### src/hdl/lpif_pkg.sv
`default_nettype none

package lpif_pkg;

  //////////////////////////////////////////////////////////////////////
  // Flit field widths

  localparam int DATA_WIDTH   = 64;
  localparam int CRC_WIDTH    = 16;
  localparam int STATE_WIDTH  = 4;
  localparam int PROTID_WIDTH = 2;

  //////////////////////////////////////////////////////////////////////
  // Flit field offsets, bit 0 upward

  localparam int OFS_VALID     = 0;
  localparam int OFS_CRC_VALID = OFS_VALID + 1;
  localparam int OFS_CRC       = OFS_CRC_VALID + 1;
  localparam int OFS_DVALID    = OFS_CRC + CRC_WIDTH;
  localparam int OFS_DATA      = OFS_DVALID + 1;
  localparam int OFS_PROTID    = OFS_DATA + DATA_WIDTH;
  localparam int OFS_STATE     = OFS_PROTID + PROTID_WIDTH;

  // Total flit, 89 bits
  localparam int FLIT_WIDTH = OFS_STATE + STATE_WIDTH;

  //////////////////////////////////////////////////////////////////////
  // Lane word layout

  localparam int LANE_WIDTH   = 25;
  // Payload in the low bits
  localparam int LANE_PAYLOAD = 23;
  // Control bits on top
  localparam int STB_BIT      = 24;
  localparam int MRK_BIT      = 23;

  // Online delay configuration values
  localparam int DELAY_WIDTH = 16;

endpackage

`default_nettype wire

### src/hdl/ll_auto_sync.sv
`timescale 1ns/100ps
`default_nettype none

module ll_auto_sync (
  input  logic                             clk_wr,
  input  logic                             rst,
  input  logic                             tx_online,
  input  logic                             rx_online,
  input  logic [lpif_pkg::DELAY_WIDTH-1:0] delay_x_value,
  input  logic [lpif_pkg::DELAY_WIDTH-1:0] delay_y_value,
  input  logic [lpif_pkg::DELAY_WIDTH-1:0] delay_z_value,
  output logic                             tx_online_delay,
  output logic                             rx_online_delay,
  output logic                             tx_stb_userbit,
  output logic                             tx_mrk_userbit
);

  // Channel 0 is transmit and channel 1 is receive
  logic [1:0]                       online_req;
  logic [1:0]                       online_dly;
  logic [lpif_pkg::DELAY_WIDTH-1:0] dly_val [2];
  logic [lpif_pkg::DELAY_WIDTH-1:0] mrk_cnt;

  assign online_req = {rx_online, tx_online};
  assign dly_val[0] = delay_y_value;
  assign dly_val[1] = delay_x_value;

  //////////////////////////////////////////////////////////////////////
  // Online delay counters

  for (genvar ch = 0; ch < 2; ch++) begin : g_dly
    logic [lpif_pkg::DELAY_WIDTH:0] cnt;
    logic [lpif_pkg::DELAY_WIDTH:0] cnt_end;
    logic                           dly_q;

    // One extra bit so that a full-scale delay still terminates
    assign cnt_end = {1'b0, dly_val[ch]} + 1'b1;

    always_ff @(posedge clk_wr) begin
      if (rst || !online_req[ch]) begin
        // Drop at once when the request goes away
        cnt   <= '0;
        dly_q <= 1'b0;
      end else if (cnt == cnt_end) begin
        // Hold once the delay has expired
        dly_q <= 1'b1;
      end else begin
        cnt <= cnt + 1'b1;
      end
    end

    assign online_dly[ch] = dly_q;
  end

  assign tx_online_delay = online_dly[0];
  assign rx_online_delay = online_dly[1];

  //////////////////////////////////////////////////////////////////////
  // Marker period and strobe

  // Zero on the first online cycle and then every delay_z_value cycles
  always_ff @(posedge clk_wr) begin
    if (rst || !tx_online_delay) begin
      mrk_cnt <= '0;
    end else if (mrk_cnt >= delay_z_value - 1'b1) begin
      mrk_cnt <= '0;
    end else begin
      mrk_cnt <= mrk_cnt + 1'b1;
    end
  end

  // Period of zero disables markers
  assign tx_mrk_userbit = tx_online_delay && (delay_z_value != '0) && (mrk_cnt == '0);
  // Strobe on every online cycle
  assign tx_stb_userbit = tx_online_delay;

  // Neither link comes up without at least two cycles of request
  a_tx_online_min_delay: assert property (@(posedge clk_wr) disable iff (rst)
    $rose(tx_online_delay) |-> $past(tx_online) && $past(tx_online, 2));

  a_rx_online_min_delay: assert property (@(posedge clk_wr) disable iff (rst)
    $rose(rx_online_delay) |-> $past(rx_online) && $past(rx_online, 2));

  // Every online period opens with a marker
  a_mrk_first_online: assert property (@(posedge clk_wr) disable iff (rst)
    $rose(tx_online_delay) && (delay_z_value != '0) |-> tx_mrk_userbit);

endmodule

`default_nettype wire

### src/hdl/lpif_flit_pack.sv
`timescale 1ns/100ps
`default_nettype none

module lpif_flit_pack (
  input  logic                              clk_wr,
  input  logic                              rst,
  input  logic [lpif_pkg::STATE_WIDTH-1:0]  dstrm_state,
  input  logic [lpif_pkg::PROTID_WIDTH-1:0] dstrm_protid,
  input  logic [lpif_pkg::DATA_WIDTH-1:0]   dstrm_data,
  input  logic                              dstrm_dvalid,
  input  logic [lpif_pkg::CRC_WIDTH-1:0]    dstrm_crc,
  input  logic                              dstrm_crc_valid,
  input  logic                              dstrm_valid,
  input  logic [lpif_pkg::FLIT_WIDTH-1:0]   rx_flit,
  input  logic                              rx_online_delay,
  output logic [lpif_pkg::FLIT_WIDTH-1:0]   tx_flit,
  output logic [lpif_pkg::STATE_WIDTH-1:0]  ustrm_state,
  output logic [lpif_pkg::PROTID_WIDTH-1:0] ustrm_protid,
  output logic [lpif_pkg::DATA_WIDTH-1:0]   ustrm_data,
  output logic                              ustrm_dvalid,
  output logic [lpif_pkg::CRC_WIDTH-1:0]    ustrm_crc,
  output logic                              ustrm_crc_valid,
  output logic                              ustrm_valid
);

  logic [lpif_pkg::FLIT_WIDTH-1:0] tx_flit_d;

  //////////////////////////////////////////////////////////////////////
  // Downstream packing

  assign tx_flit_d = {dstrm_state, dstrm_protid, dstrm_data, dstrm_dvalid,
                      dstrm_crc, dstrm_crc_valid, dstrm_valid};

  always_ff @(posedge clk_wr) begin
    tx_flit <= tx_flit_d;
    // Qualifier bits cleared
    if (rst) begin
      tx_flit[lpif_pkg::OFS_VALID]     <= 1'b0;
      tx_flit[lpif_pkg::OFS_CRC_VALID] <= 1'b0;
      tx_flit[lpif_pkg::OFS_DVALID]    <= 1'b0;
    end
  end

  //////////////////////////////////////////////////////////////////////
  // Upstream unpacking

  always_ff @(posedge clk_wr) begin
    if (rst || !rx_online_delay) begin
      // Outputs held at zero while receive is offline
      ustrm_state     <= '0;
      ustrm_protid    <= '0;
      ustrm_data      <= '0;
      ustrm_dvalid    <= 1'b0;
      ustrm_crc       <= '0;
      ustrm_crc_valid <= 1'b0;
      ustrm_valid     <= 1'b0;
    end else begin
      ustrm_state     <= rx_flit[lpif_pkg::OFS_STATE +: lpif_pkg::STATE_WIDTH];
      ustrm_protid    <= rx_flit[lpif_pkg::OFS_PROTID +: lpif_pkg::PROTID_WIDTH];
      ustrm_data      <= rx_flit[lpif_pkg::OFS_DATA +: lpif_pkg::DATA_WIDTH];
      ustrm_dvalid    <= rx_flit[lpif_pkg::OFS_DVALID];
      ustrm_crc       <= rx_flit[lpif_pkg::OFS_CRC +: lpif_pkg::CRC_WIDTH];
      ustrm_crc_valid <= rx_flit[lpif_pkg::OFS_CRC_VALID];
      ustrm_valid     <= rx_flit[lpif_pkg::OFS_VALID];
    end
  end

endmodule

`default_nettype wire

### src/hdl/lpif_lane_stripe.sv
`timescale 1ns/100ps
`default_nettype none

module lpif_lane_stripe #(
  parameter int NUM_LANES = 4
) (
  input  logic                                         clk_wr,
  input  logic                                         rst,
  input  logic                                         tx_online,
  input  logic                                         tx_stb_userbit,
  input  logic                                         tx_mrk_userbit,
  input  logic [lpif_pkg::FLIT_WIDTH-1:0]              tx_flit,
  input  logic [NUM_LANES*lpif_pkg::LANE_WIDTH-1:0]    rx_phy,
  output logic [NUM_LANES*lpif_pkg::LANE_WIDTH-1:0]    tx_phy,
  output logic [lpif_pkg::FLIT_WIDTH-1:0]              rx_flit,
  output logic [31:0]                                  tx_downstream_debug_status,
  output logic [31:0]                                  rx_upstream_debug_status
);

  // Payload capacity over all lanes, at least one flit
  localparam int PAY_WIDTH = NUM_LANES * lpif_pkg::LANE_PAYLOAD;

  logic [PAY_WIDTH-1:0]                      tx_payload;
  logic [PAY_WIDTH-1:0]                      rx_payload;
  logic [NUM_LANES*lpif_pkg::LANE_WIDTH-1:0] tx_phy_d;
  logic [NUM_LANES-1:0]                      rx_stb;

  // Spare payload bits on the top lane go out as zero
  assign tx_payload = PAY_WIDTH'(tx_flit);

  //////////////////////////////////////////////////////////////////////
  // Per-lane split and merge, lane 0 lowest

  for (genvar l = 0; l < NUM_LANES; l++) begin : g_lane
    localparam int LB = l * lpif_pkg::LANE_WIDTH;
    localparam int PB = l * lpif_pkg::LANE_PAYLOAD;

    assign tx_phy_d[LB +: lpif_pkg::LANE_PAYLOAD] = tx_payload[PB +: lpif_pkg::LANE_PAYLOAD];
    assign tx_phy_d[LB + lpif_pkg::MRK_BIT]       = tx_mrk_userbit;
    assign tx_phy_d[LB + lpif_pkg::STB_BIT]       = tx_stb_userbit;

    // Control bits stripped on receive
    assign rx_payload[PB +: lpif_pkg::LANE_PAYLOAD] = rx_phy[LB +: lpif_pkg::LANE_PAYLOAD];
    assign rx_stb[l] = rx_phy[LB + lpif_pkg::STB_BIT];
  end

  //////////////////////////////////////////////////////////////////////
  // Transmit register

  always_ff @(posedge clk_wr) begin
    if (rst || !tx_online) begin
      // Quiet lanes while offline
      tx_phy <= '0;
    end else begin
      tx_phy <= tx_phy_d;
    end
  end

  //////////////////////////////////////////////////////////////////////
  // Receive register

  always_ff @(posedge clk_wr) begin
    rx_flit <= rx_payload[lpif_pkg::FLIT_WIDTH-1:0];
    if (rst) begin
      rx_flit[lpif_pkg::OFS_VALID] <= 1'b0;
    end
  end

  //////////////////////////////////////////////////////////////////////
  // Flit counters, free running and wrapping

  always_ff @(posedge clk_wr) begin
    if (rst) begin
      tx_downstream_debug_status <= '0;
      rx_upstream_debug_status   <= '0;
    end else begin
      // Counted as it enters the lanes
      if (tx_online && tx_flit[lpif_pkg::OFS_VALID]) begin
        tx_downstream_debug_status <= tx_downstream_debug_status + 1'b1;
      end
      // Counted once gathered
      if (rx_flit[lpif_pkg::OFS_VALID]) begin
        rx_upstream_debug_status <= rx_upstream_debug_status + 1'b1;
      end
    end
  end

  // All lanes strobed together by the far side
  a_rx_stb_aligned: assert property (@(posedge clk_wr) disable iff (rst)
    (&rx_stb) || !(|rx_stb));

endmodule

`default_nettype wire

### src/hdl/lpif_txrx_master_top.sv
`timescale 1ns/100ps
`default_nettype none

module lpif_txrx_master_top #(
  parameter int NUM_LANES = 4
) (
  input  logic                                      clk_wr,
  input  logic                                      rst,
  // Link control
  input  logic                                      tx_online,
  input  logic                                      rx_online,
  // PHY lanes
  output logic [NUM_LANES*lpif_pkg::LANE_WIDTH-1:0] tx_phy,
  input  logic [NUM_LANES*lpif_pkg::LANE_WIDTH-1:0] rx_phy,
  // Downstream channel
  input  logic [lpif_pkg::STATE_WIDTH-1:0]          dstrm_state,
  input  logic [lpif_pkg::PROTID_WIDTH-1:0]         dstrm_protid,
  input  logic [lpif_pkg::DATA_WIDTH-1:0]           dstrm_data,
  input  logic                                      dstrm_dvalid,
  input  logic [lpif_pkg::CRC_WIDTH-1:0]            dstrm_crc,
  input  logic                                      dstrm_crc_valid,
  input  logic                                      dstrm_valid,
  // Upstream channel
  output logic [lpif_pkg::STATE_WIDTH-1:0]          ustrm_state,
  output logic [lpif_pkg::PROTID_WIDTH-1:0]         ustrm_protid,
  output logic [lpif_pkg::DATA_WIDTH-1:0]           ustrm_data,
  output logic                                      ustrm_dvalid,
  output logic [lpif_pkg::CRC_WIDTH-1:0]            ustrm_crc,
  output logic                                      ustrm_crc_valid,
  output logic                                      ustrm_valid,
  // Flit counts
  output logic [31:0]                               tx_downstream_debug_status,
  output logic [31:0]                               rx_upstream_debug_status,
  // Static configuration
  input  logic [lpif_pkg::DELAY_WIDTH-1:0]          delay_x_value,
  input  logic [lpif_pkg::DELAY_WIDTH-1:0]          delay_y_value,
  input  logic [lpif_pkg::DELAY_WIDTH-1:0]          delay_z_value
);

  //////////////////////////////////////////////////////////////////////
  // Interconnect

  logic [lpif_pkg::FLIT_WIDTH-1:0] tx_flit;
  logic [lpif_pkg::FLIT_WIDTH-1:0] rx_flit;
  logic                            tx_online_delay;
  logic                            rx_online_delay;
  logic                            tx_stb_userbit;
  logic                            tx_mrk_userbit;

  // Online delays and marker/strobe generation
  ll_auto_sync ll_auto_sync_i (
    .clk_wr          (clk_wr),
    .rst             (rst),
    .tx_online       (tx_online),
    .rx_online       (rx_online),
    .delay_x_value   (delay_x_value),
    .delay_y_value   (delay_y_value),
    .delay_z_value   (delay_z_value),
    .tx_online_delay (tx_online_delay),
    .rx_online_delay (rx_online_delay),
    .tx_stb_userbit  (tx_stb_userbit),
    .tx_mrk_userbit  (tx_mrk_userbit)
  );

  // Field packing, user side
  lpif_flit_pack lpif_flit_pack_i (
    .clk_wr          (clk_wr),
    .rst             (rst),
    .dstrm_state     (dstrm_state),
    .dstrm_protid    (dstrm_protid),
    .dstrm_data      (dstrm_data),
    .dstrm_dvalid    (dstrm_dvalid),
    .dstrm_crc       (dstrm_crc),
    .dstrm_crc_valid (dstrm_crc_valid),
    .dstrm_valid     (dstrm_valid),
    .rx_flit         (rx_flit),
    .rx_online_delay (rx_online_delay),
    .tx_flit         (tx_flit),
    .ustrm_state     (ustrm_state),
    .ustrm_protid    (ustrm_protid),
    .ustrm_data      (ustrm_data),
    .ustrm_dvalid    (ustrm_dvalid),
    .ustrm_crc       (ustrm_crc),
    .ustrm_crc_valid (ustrm_crc_valid),
    .ustrm_valid     (ustrm_valid)
  );

  // Lane striping, PHY side
  lpif_lane_stripe #(
    .NUM_LANES (NUM_LANES)
  ) lpif_lane_stripe_i (
    .clk_wr                     (clk_wr),
    .rst                        (rst),
    .tx_online                  (tx_online_delay),
    .tx_stb_userbit             (tx_stb_userbit),
    .tx_mrk_userbit             (tx_mrk_userbit),
    .tx_flit                    (tx_flit),
    .rx_phy                     (rx_phy),
    .tx_phy                     (tx_phy),
    .rx_flit                    (rx_flit),
    .tx_downstream_debug_status (tx_downstream_debug_status),
    .rx_upstream_debug_status   (rx_upstream_debug_status)
  );

endmodule

`default_nettype wire

### config.mk
export PLATFORM = sky130hd
export DESIGN_NAME = lpif_txrx_master_top
export DESIGN_NICKNAME = d
export VERILOG_FILES = /design/src/hdl/lpif_pkg.sv /design/src/hdl/ll_auto_sync.sv /design/src/hdl/lpif_flit_pack.sv /design/src/hdl/lpif_lane_stripe.sv /design/src/hdl/lpif_txrx_master_top.sv
export SDC_FILE = /design/constraint.sdc
export NUM_CORES = 1
export LEC_CHECK = 0
export BUFFER_PORTS_ARGS = -buffer_cell sky130_fd_sc_hd__buf_2
export CAP_MARGIN = 0
export CORE_MARGIN = 2
export CORE_UTILIZATION = 35
export DETAILED_ROUTE_END_ITERATION = 10
export SLEW_MARGIN = 15
export SYNTH_ARGS = -nofsm -noshare
export SYNTH_HDL_FRONTEND = slang
export SYNTH_HIERARCHICAL = 1
export SYNTH_SLANG_ARGS = --single-unit
### constraint.sdc
create_clock -name clk_wr -period 4.2 [get_ports clk_wr]
set_clock_uncertainty 0.1 [all_clocks]
set_input_delay 1.26 -clock clk_wr [delete_from_list [all_inputs] [get_ports clk_wr]]
set_output_delay 1.26 -clock clk_wr [all_outputs]
set_load 0.02 [all_outputs]
==> impl_metrics.ini <==
[cts]
cts.sinks = 474
cts_buffers = 49
clk_latency_ns = 0.57
tritoncts = yes
clkTransAtPathRegs_ns = 0.06
cts_buffer_depth = 3
clockRootBuffer = clkbuf_16
cts_resized = 0
h-tree-depth = 2
post_cts_buffers = 0
hold_buffers = 0

[critical_path]
worstPathArrival_ns = 3.73
critPathKind = in -> reg
r2r_cells = 8
worst_ep_required_time_ns = 4.52
reg2reg_from = ll_auto_sync_i/g_dly[1].cnt[11]
start_kind = input port
critPathMaxFanout = 22
endpoint_kind = flop
reg2reg_to = ll_auto_sync_i/g_dly[1].cnt[1]
r2r_setup_slack_ns = 1.59

[synth]
synth_warnings = 6
synthFlopType = dfxtp_1
synth.top_cell.area_share_pct = 59.9
ys_seq_area_share_pct = 59.9
synth.distinct_cells = 67
syn_area_um2 = 15900
synthTopCellsByCount = dfxtp_1 (474), nor2_1 (123), and2_1 (100)
yosysMostFrequentCell = dfxtp_1
synth_edf_count = 0
synth-seq-cells = 474
synth_area_leaders = dfxtp_1 (60%), xor2_1 (4.6%), and3b_1 (4.4%)
synthArstFlopShare_pct = 0
yosys.area.top_type = dfxtp_1
synthCells = 1441
synth_area_per_cell_um2 = 11.0

[sta]
tns_ns = 0
period_share_pct = 81.1
max_freq_mhz = 293
tightest_slew_ns = 0.952
rsz0062_at_grt = false
hold_viol = 0
period_minus_slack_ns = 3.41
fin_hold_ws_ns = 0.319
setup_viol = 0
final-max-slew-violation-count = 0
slew_headroom_pct = 36.5

[cells_and_area]
final_nets = 2174
drive_gt1_share_pct = 30.9
multi_input_area_um2 = 5950
regArea_um2 = 9490
n_fill_cell = 4236
syn_to_final_growth_pct = 28.4

[routing]
wl_mm = 42.0
route.antenna.remaining_nets = 0
routedWlPerCell_um = 16.5
drc = 0
drt_first_pass_iters = 5
via_per_inst = 4.71
vias = 12000
drt-initial-drc-count = 655

[die]
die_width_um = 217
die_h_um = 217
placementRows = 77
io_pins = 494
die_area_um2 = 47000
initial_core_util_pct = 35.7
fp.coreArea_um2 = 44400

[placed_design]
place.gp.congestion = 0.835
dp_hpwl_mm = 31.1
portBuffers = 479

[worst_hold_path]
holdPathStages = 1
whs_endpoint = lpif_lane_stripe_i/tx_phy[18]
hp-start = lpif_flit_pack_i/tx_flit[18]
hold_path.class = reg -> reg

[power]
ir_drop_uv = 366
power_leakage_uw = 0.00946
p_per_area_nw_per_um2 = 454

[grt]
grt_pass1_vias = 11900
grt_pass1_wl_mm = 64.9
grt_usage_pct = 17.5
grt_max_degree = 84
grt-ovfl-total = 0
antenna_found_initial = 5

[run]
drv_cap = 0

[outcome]
outcome = finished, final reports clean
==> worst max-delay path, cell delays in order <==
cell	delay, ns
buf_2	0.12
ha_1	0.18
nand2_1	0.18
nor3_2	0.30
nand3_1	0.14
xor2_1	0.20
nand4_1	0.26
nor4_4	0.52
buf_4	0.32
mux2i_1	0.20
nor2_1	0.05
==> flip-flops by register name (all words and copies together) (netlist names) <==
register and count:
lpif_flit_pack_i/ustrm_protid 2, ll_auto_sync_i/tx_online_delay 1, lpif_flit_pack_i/ustrm_crc 16, ll_auto_sync_i/g_dly.cnt 34
lpif_flit_pack_i/ustrm_crc_valid 1, lpif_flit_pack_i/ustrm_valid 1, ll_auto_sync_i/rx_online_delay 1, lpif_lane_stripe_i/rx_upstream_debug_status 32
lpif_flit_pack_i/ustrm_dvalid 1, lpif_lane_stripe_i/rx_flit 89, ll_auto_sync_i/mrk_cnt 16, lpif_lane_stripe_i/tx_phy 91
lpif_flit_pack_i/ustrm_data 64, lpif_lane_stripe_i/tx_downstream_debug_status 32, lpif_flit_pack_i/tx_flit 89, lpif_flit_pack_i/ustrm_state 4
==> cell type report <==
| type | count | share of cell area (%) |
|---|---|---|
| clock inverter | 21 | 1.19 |
| tap | 592 | 3.64 |
| sequential | 474 | 46.6 |
| inverter | 10 | 0.184 |
| multi-input combinational | 884 | 29.2 |
| antenna | 1 | 0.0123 |
| clock buffer | 68 | 6.87 |
| timing repair buffer | 489 | 12.2 |
==> routing by layer <==
layer / share of wire (%) / track usage (%) / vias up
met3: 7.2 / 5.37 / 72
met4: 2.5 / 5.91 / 4
met2: 49 / 30.1 / 350
li1: - / - / 5863
met1: 42 / 20.8 / 5666
met5: 0.064 / 0 / -
==> logic make-up after synthesis <==
kind of cell,share of synthesized area [%]
simple gates,23.0
flops,59.9
xor+xnor,7.12
compound gates,4.89
buf+inv,2.79
fa+ha+maj,1.97
mux,0.379
other cells,0.0237
==> metrics by stage <==
step                cell area, um^2  total power, uW  util (%)  std cells  setup WS [ns]
finish                        20400             9250      45.8       2539          0.792
global route                  20400             9590      45.8       2539          0.512
CTS                           20400             9380      45.8       2538          0.844
detailed placement            18700             4990      42.1       2449          0.242
global placement              18700             4980      42.1       2449          0.266
floorplan                     15900             4830         -       1443          0.353
==> worst max path at each step <==
stage / from / to / slack [ns]
6_report: delay_x_value[0] / ll_auto_sync_i/g_dly[1].cnt[1] / 0.79
5_1_grt: delay_x_value[0] / ll_auto_sync_i/g_dly[1].cnt[4] / 0.51
4_1_cts: delay_x_value[0] / ll_auto_sync_i/g_dly[1].cnt[1] / 0.84
3_5_place_dp: delay_x_value[0] / ll_auto_sync_i/g_dly[1].cnt[1] / 0.24
3_3_place_gp: delay_z_value[2] / ll_auto_sync_i/mrk_cnt[13] / 0.27
2_1_floorplan: delay_z_value[2] / ll_auto_sync_i/mrk_cnt[10] / 0.35
==> layout by cell type (no fill, tap or decap), types with 9 or more instances in the layout <==
cell,n
or3_1,28
nand4_1,50
ha_1,25
and3b_2,9
and2_1,100
o21ai_0,24
a21oi_1,40
nor2_1,123
nand2_1,49
inv_1,10
nor3_1,12
xor2_1,84
dfxtp_1,473
nand3_1,54
and3_1,27
clkbuf_1,10
a31oi_1,9
buf_2,478
clkbuf_16,50
and3b_1,80
xnor2_1,43
nor2b_1,9
buf_4,10
==> report_power, final <==
group | total (uW) | switching (uW) | internal, uW
clock | 4360 | 1780 | 2580
sequential | 4620 | 27.5 | 4590
combinational | 271 | 138 | 132
total | 9250 | 1940 | 7310
(Power assumes the default switching activity.)
